**src/common/fc_pkg.sv**
```systemverilog
// **************************************************
// Shared widths, stream beat and CHDR header layout,
// settings word views and the flow-control request
// **************************************************
`default_nettype none

package fc_pkg;

  localparam int DATA_W = 64;
  localparam int SEQ_W  = 12;

  // Packet type of every flow-control packet
  localparam logic [1:0] FC_PKT_TYPE = 2'b10;

  // One stream beat
  typedef struct packed {
    logic [DATA_W-1:0] data;
    logic              last;
  } chdr_beat_t;

  // First beat of a CHDR packet, MSB first
  typedef struct packed {
    logic [1:0]       pkt_type;
    logic             has_time;
    logic             eob;
    logic [SEQ_W-1:0] seqnum;
    logic [15:0]      length;
    logic [31:0]      sid;
  } chdr_hdr_t;

  // Per-channel trigger configuration
  typedef struct packed {
    logic        cyc_en;
    logic [23:0] cycles;
    logic        pkt_en;
    logic [15:0] packets;
  } fc_cfg_t;

  typedef struct packed {
    logic        enable;
    logic [6:0]  rsvd;
    logic [23:0] cycles;
  } sr_cyc_t;

  typedef struct packed {
    logic        enable;
    logic [14:0] rsvd;
    logic [15:0] packets;
  } sr_pkt_t;

  // Settings word, read as cycle word or packet word by address
  typedef union packed {
    sr_cyc_t cyc;
    sr_pkt_t pkt;
  } sr_word_u;

  // Request from the trigger logic to the framer
  typedef struct packed {
    logic [31:0]       sid;
    logic [DATA_W-1:0] vita_time;
    logic [31:0]       seq_ext;
  } fc_req_t;

endpackage

`default_nettype wire
```
**src/hw/fc_settings_decoder.sv**
```systemverilog
// **************************************************
// Settings bus decoder, one cycle word and one packet
// word register per channel
// **************************************************
`timescale 1ns/10ps
`default_nettype none

module fc_settings_decoder #(
  parameter int         NUM_CHANNELS = 2,
  parameter logic [7:0] SR_BASE      = 8'h10
) (
  input  wire logic        clk,
  input  wire logic        i_reset,
  input  wire logic        i_set_stb,
  input  wire logic [7:0]  i_set_addr,
  input  wire logic [31:0] i_set_data,
  output fc_pkg::fc_cfg_t  o_cfg [NUM_CHANNELS]
);

  import fc_pkg::*;

  sr_word_u                  word;
  logic [2*NUM_CHANNELS-1:0] hit;

  assign word = i_set_data;

  for (genvar k = 0; k < NUM_CHANNELS; k++) begin : g_chan
    localparam logic [7:0] CYC_ADDR = 8'(SR_BASE + 2*k);
    localparam logic [7:0] PKT_ADDR = 8'(SR_BASE + 2*k + 1);

    assign hit[2*k]   = i_set_stb && (i_set_addr == CYC_ADDR);
    assign hit[2*k+1] = i_set_stb && (i_set_addr == PKT_ADDR);

    always_ff @(posedge clk) begin
      if (i_reset) begin
        o_cfg[k] <= '0;
      end else begin
        if (hit[2*k]) begin
          o_cfg[k].cyc_en <= word.cyc.enable;
          o_cfg[k].cycles <= word.cyc.cycles;
        end
        if (hit[2*k+1]) begin
          o_cfg[k].pkt_en  <= word.pkt.enable;
          o_cfg[k].packets <= word.pkt.packets;
        end
      end
    end
  end

  // Slot addresses must not alias, e.g. when SR_BASE plus the channel range wraps
  a_single_slot: assert property (@(posedge clk) disable iff (i_reset)
    i_set_stb |-> $onehot0(hit));

endmodule

`default_nettype wire

```
**config.mk**
```make
export PLATFORM = sky130hd
export DESIGN_NAME = fc_settings_decoder
export DESIGN_NICKNAME = d
export VERILOG_FILES = /design/src/common/fc_pkg.sv /design/src/hw/fc_settings_decoder.sv
export SDC_FILE = /design/constraint.sdc
export NUM_CORES = 1
export LEC_CHECK = 0
export ABC_AREA = 1
export ABC_CLOCK_PERIOD_IN_PS = 2300
export BUFFER_PORTS_ARGS = -buffer_cell sky130_fd_sc_hd__clkbuf_2
export CAP_MARGIN = 20
export CORE_MARGIN = 2
export CORE_UTILIZATION = 56
export CTS_CLUSTER_SIZE = 40
export DETAILED_ROUTE_END_ITERATION = 7
export PLACE_DENSITY = 0.95
export SETUP_SLACK_MARGIN = 0.05
export SYNTH_ARGS = -nofsm -noshare
export SYNTH_HDL_FRONTEND = slang
export SYNTH_SLANG_ARGS = --single-unit
```
**constraint.sdc**
```tcl
create_clock -name clk -period 2.3 [get_ports clk]
set_input_delay 0.46 -clock clk [delete_from_list [all_inputs] [get_ports clk]]
set_output_delay 0.46 -clock clk [all_outputs]
set_load 0.1 [all_outputs]
```
Yosys cells after proc, flatten, opt, wreduce, memory -nomap -nowiden

Index checks and enable logic that the tools add are counted.
Widths: inputs -> output; s select.

Register bits after elaboration: 84
Bits of input ports: 43
Output and inout port bits: 84
Logic and storage cells: 16

Eq/ne operators: 4
Reductions and logical operators: 4

Operators by type and width:

| kind               | count |
|---|---|
| $eq 8x5->1 const B | 4 |
| $logic_and 1x1->1  | 4 |

Longest topological paths before layout

Depth in word-level cells: 2
Depth in mapped cells: 8
Mapped depth without buffers: 7

Least setup slack after synthesis

OpenSTA, ideal clock, no wires.

Kind: register to output
Start: reg o_cfg[0] (netlist bit)
End: out o_cfg[0] (netlist bit)
Arrival time: 924 ps
Required time: 1840 ps
Setup slack: 916 ps
Cell stages (with the launch flop): 1
Path buffers: 0
Cell sequence: dfxtp_1

RTL lines:

| what        | RTL line                  | RTL |
|---|---|---|
| from (decl) | fc_settings_decoder.sv:17 | `output fc_pkg::fc_cfg_t o_cfg [NUM_CHANNELS]` |

No word-level cell between the ends.

Worst setup path in the final report

Start: reg o_cfg[83] (netlist bit)
End: out o_cfg[83] (netlist bit)

No word-level cell between the ends.

==> run_results.csv <==
group,metric,value,unit
finish,regMostFlops,"o_cfg",
synth,synth_xor_area_frac,0,
global_routing,busiest_layer,"met2",
synth,synth_area_per_cell,6.22,um2
timing,fmaxAchievable,0.603,GHz
worst_setup_path,slowest_stage,"clkbuf_2",
finish,largest_reg_flops,84,
timing,finalHoldViolCount,0,
worst_setup_path,rr_worst_depth,4,
global_routing,grt_antenna_before_repair,0,
worst_setup_path,critPathCaptureType,"primary output",
worst_setup_path,critPathArrivalTime,1.20,ns
hold_path,holdPathStages,5,
synth,synth_top_area_share,0.401,
global_routing,grtUsageMet3,0.0676,
global_routing,grt_max_degree,85,
clock_network,insertion_delay,0.35,ns
drt,drtIter0Drc,174,
power,p_leak,2.75,nW
drt,drt_wl_total,9960,um
global_routing,gr-total-overflow,0,
timing,slew_headroom,0.615,
die,initial_core_util,0.578,
place,routabilityCongestion,0.814,
timing,setup_ws,0.642,ns
timing,tns,0,ns
finish,multi_input_area,0.00155,mm2
die,fp.dieW,90.5,um
synth,postSynthCellCount,674,
clock_network,cts_resized,0,
die,die_y,90.5,um
timing,period_minus_slack,1.66,ns
finish,antenna_cells,0,
timing,setup_viol,0,
clock_network,cts_buffers,9,
global_routing,grt_use_met1,0.319,
job,drv_cap,0,
global_routing,grt_pass1_wl,16900,um
drt,vias,3976,
timing,min_period_over_period,0.721,
clock_network,cts-htree-levels,3,
worst_setup_path,path_cells,"clkbuf_2",
synth,synth-simple-area-share,0.370,
synth,synth-seq-area-share,0.401,
place,io_buffer_count,119,
timing,maxSlewViolCount,0,
drt,vias_per_cell,4.51,
clock_network,clk_path_buf_depth,2,
synth,synth_mux_area_frac,0,
worst_setup_path,path_max_fanout,2,
worst_setup_path,cp_num_buf_inv,1,
die,io_pins,127,
synth,yosysWarnings,0,
timing,rsz0062_at_grt,"no",
worst_setup_path,crit_type,"register to primary output",
finish,fill_cells,652,
worst_setup_path,cpPeakStageDelay,0.47,ns
clock_network,cts_tree,"done",
global_routing,grt_pass1_vias,3673,
power,total_power,2.75,mW
finish,top_regs,"o_cfg (84)",
finish,final_nets,821,
drt,wl_per_cell,11.3,um
hold_path,hp-class,"input port to register",
clock_network,postCtsSetupBuffers,0,
global_routing,use_met2,0.423,
clock_network,postCtsHoldBufs,0,
synth,synth_top_family_by_area,"simple AND/OR/NAND/NOR gates",
worst_setup_path,r2r_start,"o_cfg[24]",
clock_network,clk_pin_slew_worst_paths,0.09,ns
worst_setup_path,critPathTopFamily,"buffers and inverters",
outcome,status,"complete, no violations",
drt,drt_pre_antenna_iters,5,
finish,drive_gt1_frac,0.202,
synth,ys_ff_latch,84,
drt,ant_nets,0,
synth,synth.distinct_cells,15,
worst_setup_path,startpoint,"o_cfg[83]",
synth,syn_nets,717,
drt,drc,0,
synth,yosys-top-cells-area,"dfxtp_1, inv_1, nand2_1",
worst_setup_path,start_kind,"register",
die,num_rows,31,
die,die-area,0.00819,mm2
finish,layout_common_cells,"inv_1, nand2_1, clkbuf_2, nor2_1",
synth,synth_area,0.00419,mm2
place,place_hpwl,6730,um
die,core_area,0.00725,mm2
synth,yosys.area.top_type,"dfxtp_1",
finish,fin_util,0.686,
clock_network,cts_root_buffer,"clkbuf_8",
hold_path,min-delay-start,"i_set_data[18]",
clock_network,cts_num_sinks,84,
synth,synth_fa_ha_area_frac,0,
global_routing,grtUsageTotal,0.254,
synth,synth_compound_area_frac,0,
worst_setup_path,required,1.84,ns
finish,regArea,0.00168,mm2
finish,area_growth,18.8,%
finish,layout_commonest_cell,"inv_1",
power,p_per_area,552,mW/mm2
place,dp_slack,0.503,ns
timing,clock-skew-final,0,ns
timing,whs,0.429,ns
worst_setup_path,cp.depth,1,
power,ir_drop,0.425,mV
timing,tightest_slew,0.579,ns
logic make-up (layout without fill, tap and decap cells):
logic type / count (synthesis) / after routing
buf+inv: 234 / 343
flops: 84 / 84
simple gates: 356 / 356
synthesized netlist by cell type:
master and instances:
nor2_8 1, nor2_2 1, buf_4 8, inv_1 197
nor2_4 4, nand3_4 4, inv_2 6, clkbuf_1 12
buf_6 6, buf_2 5, nand3_1 84, nor2_1 87
dfxtp_1 84, nand2_1 173, nand2_2 2
area by class of cell:
class	instances	area share
clock buffer	11	0.0284
multi-input combinational	356	0.311
sequential	84	0.338
clock inverter	5	0.0123
tap	99	0.0249
timing repair buffer	124	0.132
inverter	203	0.153
path summary, 6_finish.rpt:
| kind | slack [ns] | endpoint |
|---|---|---|
| max | 0.64 | o_cfg[83] |
| min | 0.43 | o_cfg[77] |
| max reg2reg | 1.61 | o_cfg[24] |
| min reg2reg | 0.51 | o_cfg[52] |
where the power goes:
group / leakage, nW / internal, mW / switching, mW / total, mW
Combinational: 1.98 / 0.0629 / 0.157 / 0.220
Sequential: 0.676 / 1.46 / 0.00184 / 1.46
Clock: 0.0918 / 0.533 / 0.538 / 1.07
Total: 2.75 / 2.05 / 0.697 / 2.75
layer usage:
layer  vias up  share of wire
li1       2102              -
met1      1703           0.43
met2       156           0.47
met3        15          0.087
met4         0          0.018
met5         -              0
stage by stage:
stage          cell area [um2]  std cells
3_3_place_gp              4780        866
4_1_cts                   4980        882
3_5_place_dp              4780        866
6_report                  4980        882
5_1_grt                   4980        882
2_1_floorplan             4190        674
Note: power is estimated with default switching activity, not from simulation.
