===== src/common/fc_pkg.sv =====
// **************************************************
// Shared widths, stream beat and CHDR header layout,
// settings word views and the flow-control request
// **************************************************
`default_nettype none

package fc_pkg;

  localparam int DATA_W = 64;
  localparam int SEQ_W  = 12;

  // Packet type of every flow-control packet
  localparam logic [1:0] FC_PKT_TYPE = 2'b10;

  // One stream beat
  typedef struct packed {
    logic [DATA_W-1:0] data;
    logic              last;
  } chdr_beat_t;

  // First beat of a CHDR packet, MSB first
  typedef struct packed {
    logic [1:0]       pkt_type;
    logic             has_time;
    logic             eob;
    logic [SEQ_W-1:0] seqnum;
    logic [15:0]      length;
    logic [31:0]      sid;
  } chdr_hdr_t;

  // Per-channel trigger configuration
  typedef struct packed {
    logic        cyc_en;
    logic [23:0] cycles;
    logic        pkt_en;
    logic [15:0] packets;
  } fc_cfg_t;

  typedef struct packed {
    logic        enable;
    logic [6:0]  rsvd;
    logic [23:0] cycles;
  } sr_cyc_t;

  typedef struct packed {
    logic        enable;
    logic [14:0] rsvd;
    logic [15:0] packets;
  } sr_pkt_t;

  // Settings word, read as cycle word or packet word by address
  typedef union packed {
    sr_cyc_t cyc;
    sr_pkt_t pkt;
  } sr_word_u;

  // Request from the trigger logic to the framer
  typedef struct packed {
    logic [31:0]       sid;
    logic [DATA_W-1:0] vita_time;
    logic [31:0]       seq_ext;
  } fc_req_t;

endpackage

`default_nettype wire

===== src/hw/fc_responder/flow_control_responder.sv =====
// **************************************************
// Flow-control responder: header parse, extended
// sequence count, trigger counters and FC framing
// **************************************************
`timescale 1ns/10ps
`default_nettype none

module flow_control_responder #(
  parameter bit USE_TIME = 1'b1
) (
  input  wire logic               clk,
  input  wire logic               i_reset,
  input  wire fc_pkg::fc_cfg_t    i_cfg,
  input  wire fc_pkg::chdr_beat_t i_beat,
  input  wire logic               i_valid,
  output logic                    o_ready,
  output fc_pkg::chdr_beat_t      o_beat,
  output logic                    o_valid,
  input  wire logic               i_ready,
  output fc_pkg::chdr_beat_t      o_fc_beat,
  output logic                    o_fc_valid,
  input  wire logic               i_fc_ready
);

  import fc_pkg::*;

  chdr_hdr_t         hdr;
  logic              hdr_stb;
  logic [DATA_W-1:0] vita_time;
  logic [31:0]       sid_q;
  logic [31:0]       seq_ext;
  logic [16:0]       pkt_cnt;
  logic [24:0]       cyc_cnt;
  logic              consumed;
  logic              trigger;
  fc_req_t           req;
  logic              req_valid;
  logic              req_ready;

  chdr_hdr_parser i_parser (
    .clk        (clk),
    .i_reset    (i_reset),
    .i_beat     (i_beat),
    .i_valid    (i_valid),
    .o_ready    (o_ready),
    .o_beat     (o_beat),
    .o_valid    (o_valid),
    .i_ready    (i_ready),
    .o_hdr_stb  (hdr_stb),
    .o_hdr      (hdr),
    .o_vita_time(vita_time)
  );

  assign consumed = o_valid && i_ready && o_beat.last;

  // Extend the 12-bit header count, carry on a wrap past FFF
  always_ff @(posedge clk) begin
    if (i_reset) begin
      seq_ext <= '0;
    end else if (hdr_stb) begin
      seq_ext[SEQ_W-1:0] <= hdr.seqnum;
      if (seq_ext[SEQ_W-1:0] == '1) begin
        seq_ext[31:SEQ_W] <= seq_ext[31:SEQ_W] + 1'b1;
      end
    end
  end

  always_ff @(posedge clk) begin
    if (hdr_stb) begin
      sid_q <= hdr.sid;
    end
  end

  // Cycle trigger only counts once a consumed packet started it
  assign trigger = (i_cfg.pkt_en && (pkt_cnt >= {1'b0, i_cfg.packets})) ||
                   (i_cfg.cyc_en && (cyc_cnt != '0) && (cyc_cnt >= {1'b0, i_cfg.cycles}));

  always_ff @(posedge clk) begin
    if (i_reset) begin
      pkt_cnt   <= '0;
      cyc_cnt   <= '0;
      req_valid <= 1'b0;
    end else if (req_valid) begin
      // Counters frozen until the framer takes the request
      if (req_ready) begin
        req_valid <= 1'b0;
        pkt_cnt   <= '0;
        cyc_cnt   <= '0;
      end
    end else begin
      if (i_cfg.pkt_en && consumed) begin
        pkt_cnt <= pkt_cnt + 1'b1;
      end
      if (i_cfg.cyc_en && (consumed || (cyc_cnt != '0))) begin
        cyc_cnt <= cyc_cnt + 1'b1;
      end
      if (trigger) begin
        req_valid <= 1'b1;
      end
    end
  end

  // Snapshot taken when the request is raised
  always_ff @(posedge clk) begin
    if (!req_valid && trigger) begin
      req.sid       <= sid_q;
      req.vita_time <= vita_time;
      req.seq_ext   <= seq_ext;
    end
  end

  fc_framer #(.USE_TIME(USE_TIME)) i_framer (
    .clk        (clk),
    .i_reset    (i_reset),
    .i_req      (req),
    .i_req_valid(req_valid),
    .o_req_ready(req_ready),
    .o_beat     (o_fc_beat),
    .o_valid    (o_fc_valid),
    .i_ready    (i_fc_ready)
  );

endmodule

`default_nettype wire


===== src/hw/fc_responder/fc_framer.sv =====
// **************************************************
// Flow-control packet framer with its own packet
// sequence counter
// **************************************************
`timescale 1ns/10ps
`default_nettype none

module fc_framer #(
  parameter bit USE_TIME = 1'b1
) (
  input  wire logic               clk,
  input  wire logic               i_reset,
  input  wire fc_pkg::fc_req_t    i_req,
  input  wire logic               i_req_valid,
  output logic                    o_req_ready,
  output fc_pkg::chdr_beat_t      o_beat,
  output logic                    o_valid,
  input  wire logic               i_ready
);

  import fc_pkg::*;

  typedef enum logic [1:0] {
    B_HDR,
    B_TIME,
    B_PAYLOAD
  } beat_idx_t;

  // 8 bytes per beat, the time beat is optional
  localparam logic [15:0] PKT_LEN = USE_TIME ? 16'd24 : 16'd16;

  beat_idx_t        idx;
  fc_req_t          req_q;
  logic [SEQ_W-1:0] seq_q;
  chdr_hdr_t        hdr;

  // One packet at a time
  assign o_req_ready = !o_valid;

  always_ff @(posedge clk) begin
    if (i_reset) begin
      o_valid <= 1'b0;
      idx     <= B_HDR;
      seq_q   <= '0;
    end else if (i_req_valid && o_req_ready) begin
      o_valid <= 1'b1;
      idx     <= B_HDR;
    end else if (o_valid && i_ready) begin
      case (idx)
        B_HDR:   idx <= USE_TIME ? B_TIME : B_PAYLOAD;
        B_TIME:  idx <= B_PAYLOAD;
        default: begin
          o_valid <= 1'b0;
          idx     <= B_HDR;
          seq_q   <= seq_q + 1'b1;
        end
      endcase
    end
  end

  always_ff @(posedge clk) begin
    if (i_req_valid && o_req_ready) begin
      req_q <= i_req;
    end
  end

  always_comb begin
    hdr.pkt_type = FC_PKT_TYPE;
    hdr.has_time = USE_TIME;
    hdr.eob      = 1'b0;
    hdr.seqnum   = seq_q;
    hdr.length   = PKT_LEN;
    // Reply goes back to the sender, so source and destination swap
    hdr.sid      = {req_q.sid[15:0], req_q.sid[31:16]};
    case (idx)
      B_HDR: begin
        o_beat.data = hdr;
        o_beat.last = 1'b0;
      end
      B_TIME: begin
        o_beat.data = req_q.vita_time;
        o_beat.last = 1'b0;
      end
      default: begin
        o_beat.data = {32'h0, req_q.seq_ext};
        o_beat.last = 1'b1;
      end
    endcase
  end

  a_beat_stable: assert property (@(posedge clk) disable iff (i_reset)
    o_valid && !i_ready |=> o_valid && $stable(o_beat));

endmodule

`default_nettype wire


===== src/hw/fc_responder/chdr_hdr_parser.sv =====
// **************************************************
// One-deep registered stream stage that decodes the
// CHDR header and captures the time beat
// **************************************************
`timescale 1ns/10ps
`default_nettype none

module chdr_hdr_parser (
  input  wire logic                  clk,
  input  wire logic                  i_reset,
  input  wire fc_pkg::chdr_beat_t    i_beat,
  input  wire logic                  i_valid,
  output logic                       o_ready,
  output fc_pkg::chdr_beat_t         o_beat,
  output logic                       o_valid,
  input  wire logic                  i_ready,
  output logic                       o_hdr_stb,
  output fc_pkg::chdr_hdr_t          o_hdr,
  output logic [fc_pkg::DATA_W-1:0]  o_vita_time
);

  import fc_pkg::*;

  // Position of the next beat accepted at the input
  typedef enum logic [1:0] {
    POS_HDR,
    POS_TIME,
    POS_BODY
  } pos_t;

  pos_t pos;
  logic in_xfer;

  // Stage can take a beat when empty or draining this cycle
  assign o_ready = !o_valid || i_ready;
  assign in_xfer = i_valid && o_ready;

  // Header fields come straight off the input beat
  assign o_hdr     = chdr_hdr_t'(i_beat.data);
  assign o_hdr_stb = in_xfer && (pos == POS_HDR);

  always_ff @(posedge clk) begin
    if (i_reset) begin
      o_valid <= 1'b0;
      pos     <= POS_HDR;
    end else begin
      if (o_ready) begin
        o_valid <= i_valid;
      end
      if (in_xfer) begin
        if (i_beat.last) begin
          pos <= POS_HDR;
        end else if (pos == POS_HDR) begin
          pos <= o_hdr.has_time ? POS_TIME : POS_BODY;
        end else begin
          pos <= POS_BODY;
        end
      end
    end
  end

  // Payload registers
  always_ff @(posedge clk) begin
    if (in_xfer) begin
      o_beat <= i_beat;
    end
    if (in_xfer && (pos == POS_TIME)) begin
      o_vita_time <= i_beat.data;
    end
  end

  a_out_stable: assert property (@(posedge clk) disable iff (i_reset)
    o_valid && !i_ready |=> o_valid && $stable(o_beat));

endmodule

`default_nettype wire


===== config.mk =====
export PLATFORM = sky130hd
export DESIGN_NAME = flow_control_responder
export DESIGN_NICKNAME = d
export VERILOG_FILES = /design/src/common/fc_pkg.sv /design/src/hw/fc_responder/flow_control_responder.sv /design/src/hw/fc_responder/fc_framer.sv /design/src/hw/fc_responder/chdr_hdr_parser.sv
export SDC_FILE = /design/constraint.sdc
export NUM_CORES = 1
export LEC_CHECK = 0
export BUFFER_PORTS_ARGS = -buffer_cell sky130_fd_sc_hd__buf_2
export CAP_MARGIN = 20
export CORE_ASPECT_RATIO = 1.25
export CORE_MARGIN = 5
export CORE_UTILIZATION = 37
export DETAILED_ROUTE_END_ITERATION = 10
export PLACE_DENSITY = 0.62
export SLEW_MARGIN = 20
export SYNTH_ARGS = -nofsm -noshare
export SYNTH_HDL_FRONTEND = slang
export SYNTH_HIERARCHICAL = 1
export SYNTH_SLANG_ARGS = --single-unit

===== constraint.sdc =====
create_clock -name clk -period 6.4 [get_ports clk]
set_input_delay 0.32 -clock clk [delete_from_list [all_inputs] [get_ports clk]]
set_output_delay 0.32 -clock clk [all_outputs]
set_load 0.005 [all_outputs]

# --- Word level (Yosys, flattened, before mapping) ---
# Cells that the tools add are included.
totals:
  inputBits: 112
  register_bits: 510
op_classes:
  bitwise_logic: 2
  magnitude_cmp: 2
  mux: 17
  addsub: 4
  n_eq_ne: 5
  reduce_logical: 32
ops:
  columns: ["op", "n"]
  rows:
  - ["one-hot mux 65 bit (2 select lines)", 1]
  - ["two-way mux 25 bit", 3]
  - ["two-way mux 17 bit", 3]
  - ["adder 25 x 1 -> 25 bit, second input constant", 1]
  - [">= comparator 25 x 24 -> 1 bit", 1]
  - ["nonzero test 25 bit", 1]
  - ["adder 20 x 1 -> 20 bit, second input constant", 1]
  - ["adder 17 x 1 -> 17 bit, second input constant", 1]
  - [">= comparator 17 x 16 -> 1 bit", 1]
  - ["logical AND 1 bit", 13]
  - ["adder 12 x 1 -> 12 bit, second input constant", 1]
  - ["equality test 12 bit, second input constant", 1]
  - ["AND reduction 2 bit", 4]
  - ["two-way mux 1 bit", 6]
  - ["two-way mux 2 bit", 3]
  - ["nonzero test 2 bit", 3]
  - ["equality test 2 x 1 -> 1 bit, second input constant", 2]
  - ["logical NOT 2 bit", 2]
  - ["one-hot mux 2 bit (2 select lines)", 1]
  - ["OR reduction 2 bit", 2]
  - ["logical NOT 1 bit", 3]
  - ["logical OR 1 bit", 3]
  - ["AND reduction 3 bit", 1]
  - ["!= test 2 x 1 -> 1 bit, second input constant", 1]
  - ["2 further kinds", 3]

# --- Logic depth before layout (Yosys ltp) ---
logic_depth:
  ltp_word: 6
  ltp_mapped: 11
  ltp_nobuf: 9

# --- Hierarchy ---
# The synthesis kept the hierarchy.
by_module_without_submodules:
  columns: ["mod", "area_each_um2", "cells_each", "instances"]
  rows:
  - ["flow_control_responder", 9287.7, 708, 1]
  - ["fc_framer", 5519.0, 364, 1]
  - ["chdr_hdr_parser", 4520.6, 210, 1]

# --- Least setup slack after synthesis ---
# OpenSTA, ideal clock, no wires.
synth_timing:
  path_type: "reg-to-reg"
  startpoint: "register i_framer.o_valid"
  endpoint: "register i_framer.req_q, in the netlist i_framer/hdr[0] (enable)"
  n_path_buf: 1
  required_time_ps: 5768
  slack_ps: -374
  path_stages_with_launch: 3
  synth_period_minus_slack_ps: 6774
  arrival_time_ps: 6142
  setup_time_ps: 632
  cell_sequence: "dfxtp_1 > buf_2 > nor2b_1"
synth_via:
  elab_chain_len: 2
synth_lines:
  columns: ["item", "line", "text"]
  rows:
  - ["from (decl)", "fc_framer.sv:17", "output logic o_valid,"]
  - ["from (signal assigned)", "fc_framer.sv:42", "o_valid <= 1'b0;"]
  - ["from (signal assigned)", "fc_framer.sv:46", "o_valid <= 1'b1;"]
  - ["from (signal assigned)", "fc_framer.sv:53", "o_valid <= 1'b0;"]
  - ["logical NOT 1 bit", "fc_framer.sv:38", "assign o_req_ready = !o_valid;"]
  - ["logical AND 1 bit", "fc_framer.sv:62", "if (i_req_valid && o_req_ready) begin"]
  - ["to (signal assigned)", "fc_framer.sv:63", "req_q <= i_req;"]
  - ["to (decl)", "fc_framer.sv:33", "fc_req_t req_q;"]
# Every way passes these cells.
# A chain may end at the register's enable or synchronous reset.

# --- Final worst setup path ---
layout_timing:
  startpoint: "register pkt_cnt[0]"
  endpoint: "register req[118] (netlist bit) (enable)"
layout_via:
  elab_chain_len: 4
layout_lines:
  columns: ["item", "line", "text"]
  rows:
  - ["from (decl)", "flow_control_responder.sv:32", "logic [16:0] pkt_cnt;"]
  - ["from (signal assigned)", "flow_control_responder.sv:92", "pkt_cnt <= pkt_cnt + 1'b1;"]
  - [">= comparator 17 x 16 -> 1 bit", "flow_control_responder.sv:75", "assign trigger = (i_cfg.pkt_en && (pkt_cnt >= {1'b0, i_cfg.packets})) ||"]
  - ["logical AND 1 bit", "flow_control_responder.sv:75", null]
  - ["logical OR 1 bit", "flow_control_responder.sv:75", null]
  - ["logical AND 1 bit", "flow_control_responder.sv:105", "if (!req_valid && trigger) begin"]
  - ["to (decl)", "flow_control_responder.sv:36", "fc_req_t req;"]
# Every way passes these cells.

==> impl_metrics.json <==
{
  "status": "finished, final reports clean",
  "crit_top_cell": "o21ai_0",
  "avgSynthCellArea_um2": 15.2,
  "power_leakage_nw": 8.48,
  "fp.coreArea_mm2": 0.0514,
  "critPathLaunch": "pkt_cnt[0]$_SDFFE_PP0P_",
  "maxSlewHeadroom": 0.301,
  "multi_input_area_mm2": 0.00413,
  "path_cells": "inv_1, ha_1, nor2b_1, o21ai_0, nand3_1, a2111oi_0, o21ai_0, nand2_4, buf_12",
  "layout_commonest_cell": "edfxtp_1",
  "cts.sinks": 510,
  "peakVddDrop_v": 0.000227,
  "avgViaCountPerCell": 4.76,
  "path_buf_inv": 2,
  "synthesis.nets": 1419,
  "drive_above_1_share": 0.222,
  "gr-total-overflow": 0,
  "nFillCells": 4564,
  "synth_cells": 1262,
  "endpoint": "req[118]$_DFFE_PP_",
  "placed_area_mm2": 0.0208,
  "setup_violations": 0,
  "synth_area_mm2": 0.0192,
  "dp_cells": 2098,
  "cp_top_family": "compound AO/OA/AOI/OAI gates",
  "skew_ns": 0.0253,
  "fin_util": 0.452,
  "cts_setup_buffers": 0,
  "hold_path.class": "primary input to register",
  "cts_buffers": 52,
  "cp_slowest_stage_delay_ns": 0.71,
  "cts_tree": "yes",
  "path_class": "register to register",
  "maxSlewViolCount": 0,
  "hpwl_mm": 27.0,
  "route.detailed.drc": 0,
  "grt_pass1_vias": 11100,
  "wire_per_inst_um": 18.1,
  "powerDensity_mw_per_mm2": 296,
  "endpoint_kind": "register",
  "yosys_warnings": 6,
  "ff2ff_setup_slack_ns": 3.01,
  "fin_crit_ns": 3.39,
  "ios": 245,
  "n_antenna_cell": 0,
  "critPathSlowestCell": "nand2_4",
  "register_area_mm2": 0.0144,
  "vias": 10800,
  "reg2reg_from": "pkt_cnt[0]$_SDFFE_PP0P_",
  "hold_viol": 0,
  "r2r_cells": 9,
  "wl_mm": 40.9,
  "instances_no_fill": 2262,
  "clock_latency_ns": 0.59,
  "period_share": 0.530,
  "ctsResizeCount": 0,
  "cp.depth": 9,
  "critPathRequiredTime_ns": 6.65,
  "die_w_um": 214,
  "drt-initial-drc-count": 586,
  "start_util": 0.373,
  "fp-row-count": 93,
  "cp_max_fo": 66,
  "cts-root-buf": "clkbuf_16",
  "maxCapViolCount": 0,
  "max_freq_mhz": 295,
  "clk_pin_slew_worst_paths_ns": 0.06,
  "holdBufCountCts": 66,
  "worstMarginPinSlew_ns": 1.05,
  "syn_to_final_growth_pct": 21.2,
  "drtAntennaViolNets": 0,
  "rsz0062_at_grt": "false",
  "h-tree-depth": 2,
  "setup-tns-final_ns": 0,
  "design_area_mm2": 0.0232,
  "worstSetupStartpointType": "register",
  "io_buffer_count": 244,
  "routabilityCongestion": 0.827,
  "fin_nets": 1710,
  "reg2reg_to": "req[118]$_DFFE_PP_",
  "die-height_um": 265,
  "min_delay_path_depth": 3,
  "clockBufferDepth": 3,
  "layout.cells.most_common_list": "edfxtp_1, buf_2, nor2_1, dfxtp_1, nand2_1",
  "grt_usage": 0.142,
  "first_pass_iters": 5,
  "die_area_mm2": 0.0565,
  "grt_max_degree": 89,
  "antenna_found_initial": 0,
  "grt_pass1_wl_mm": 63.1,
  "crit_arrival_ns": 3.64
}
==> how the worst min path moves through the flow <==
| stage | startpoint | end | slack [ns] |
|---|---|---|---|
| after floorplan | i_reset | i_parser/pos[1]$_SDFFE_PP0P_ | 0.38 |
| after global routing | i_ready | i_parser/o_valid$_SDFFE_PP0P_ | 0.07 |
| final | i_ready | i_parser/o_valid$_SDFFE_PP0P_ | 0.08 |
| after CTS | i_ready | i_parser/o_valid$_SDFFE_PP0P_ | 0.04 |
| after global placement | req[71]$_DFFE_PP_ | i_framer/req_q[71]$_DFFE_PP_ | 0.40 |
| after detailed placement | req[126]$_DFFE_PP_ | i_framer/hdr[14]$_DFFE_PP_ | 0.40 |
==> stage by stage <==
stage	hold slack [ns]	setup WS, ns	power, mW
5_1_grt	0.0726	2.77	7.16
2_1_floorplan	0.385	0.618	3.80
3_5_place_dp	0.405	3.00	3.89
4_1_cts	0.0367	2.98	7.00
6_report	0.0829	3.01	6.88
3_3_place_gp	0.401	3.06	3.88
==> final cells by class <==
cell class	instances	area share
multi-input combinational	618	0.178
timing repair buffer	318	0.0841
inverter	53	0.00861
clock buffer	78	0.0646
sequential	510	0.619
clock inverter	20	0.0102
tap	665	0.0358
==> registers in the layout (all words and copies together) (netlist names) <==
name,count
req,128
cyc_cnt,25
sid_q,32
i_framer/seq_q,12
i_framer/o_valid,1
i_framer/idx,2
i_parser/o_vita_time,64
i_parser/pos,2
i_framer/hdr,32
seq_ext,32
i_parser/o_valid,1
i_parser/o_beat,65
i_framer/req_q,96
pkt_cnt,17
req_valid,1
==> routing by layer <==
metal  GRT usage  share of wire  vias to the layer above
met2       0.252           0.52                      247
li1            -              -                     5175
met3      0.0269          0.045                       68
met4      0.0463          0.028                        0
met5           0              0                        -
met1       0.175           0.41                     5280
==> worst register-to-register path, stage by stage, from the launching register on <==
cell and delay, ns:
dfxtp_1 0.43, inv_1 0.07, ha_1 0.28, nor2b_1 0.04, o21ai_0 0.16, nand3_1 0.12, a2111oi_0 0.46, o21ai_0 0.27
nand2_4 0.71, buf_12 0.47
==> where the power goes <==
group | internal, mW | switching [mW] | total [mW]
sequential | 3.62 | 0.0182 | 3.64
clock | 1.79 | 1.24 | 3.03
combinational | 0.0899 | 0.112 | 0.202
No activity file was read; power rests on OpenSTA's default activity.
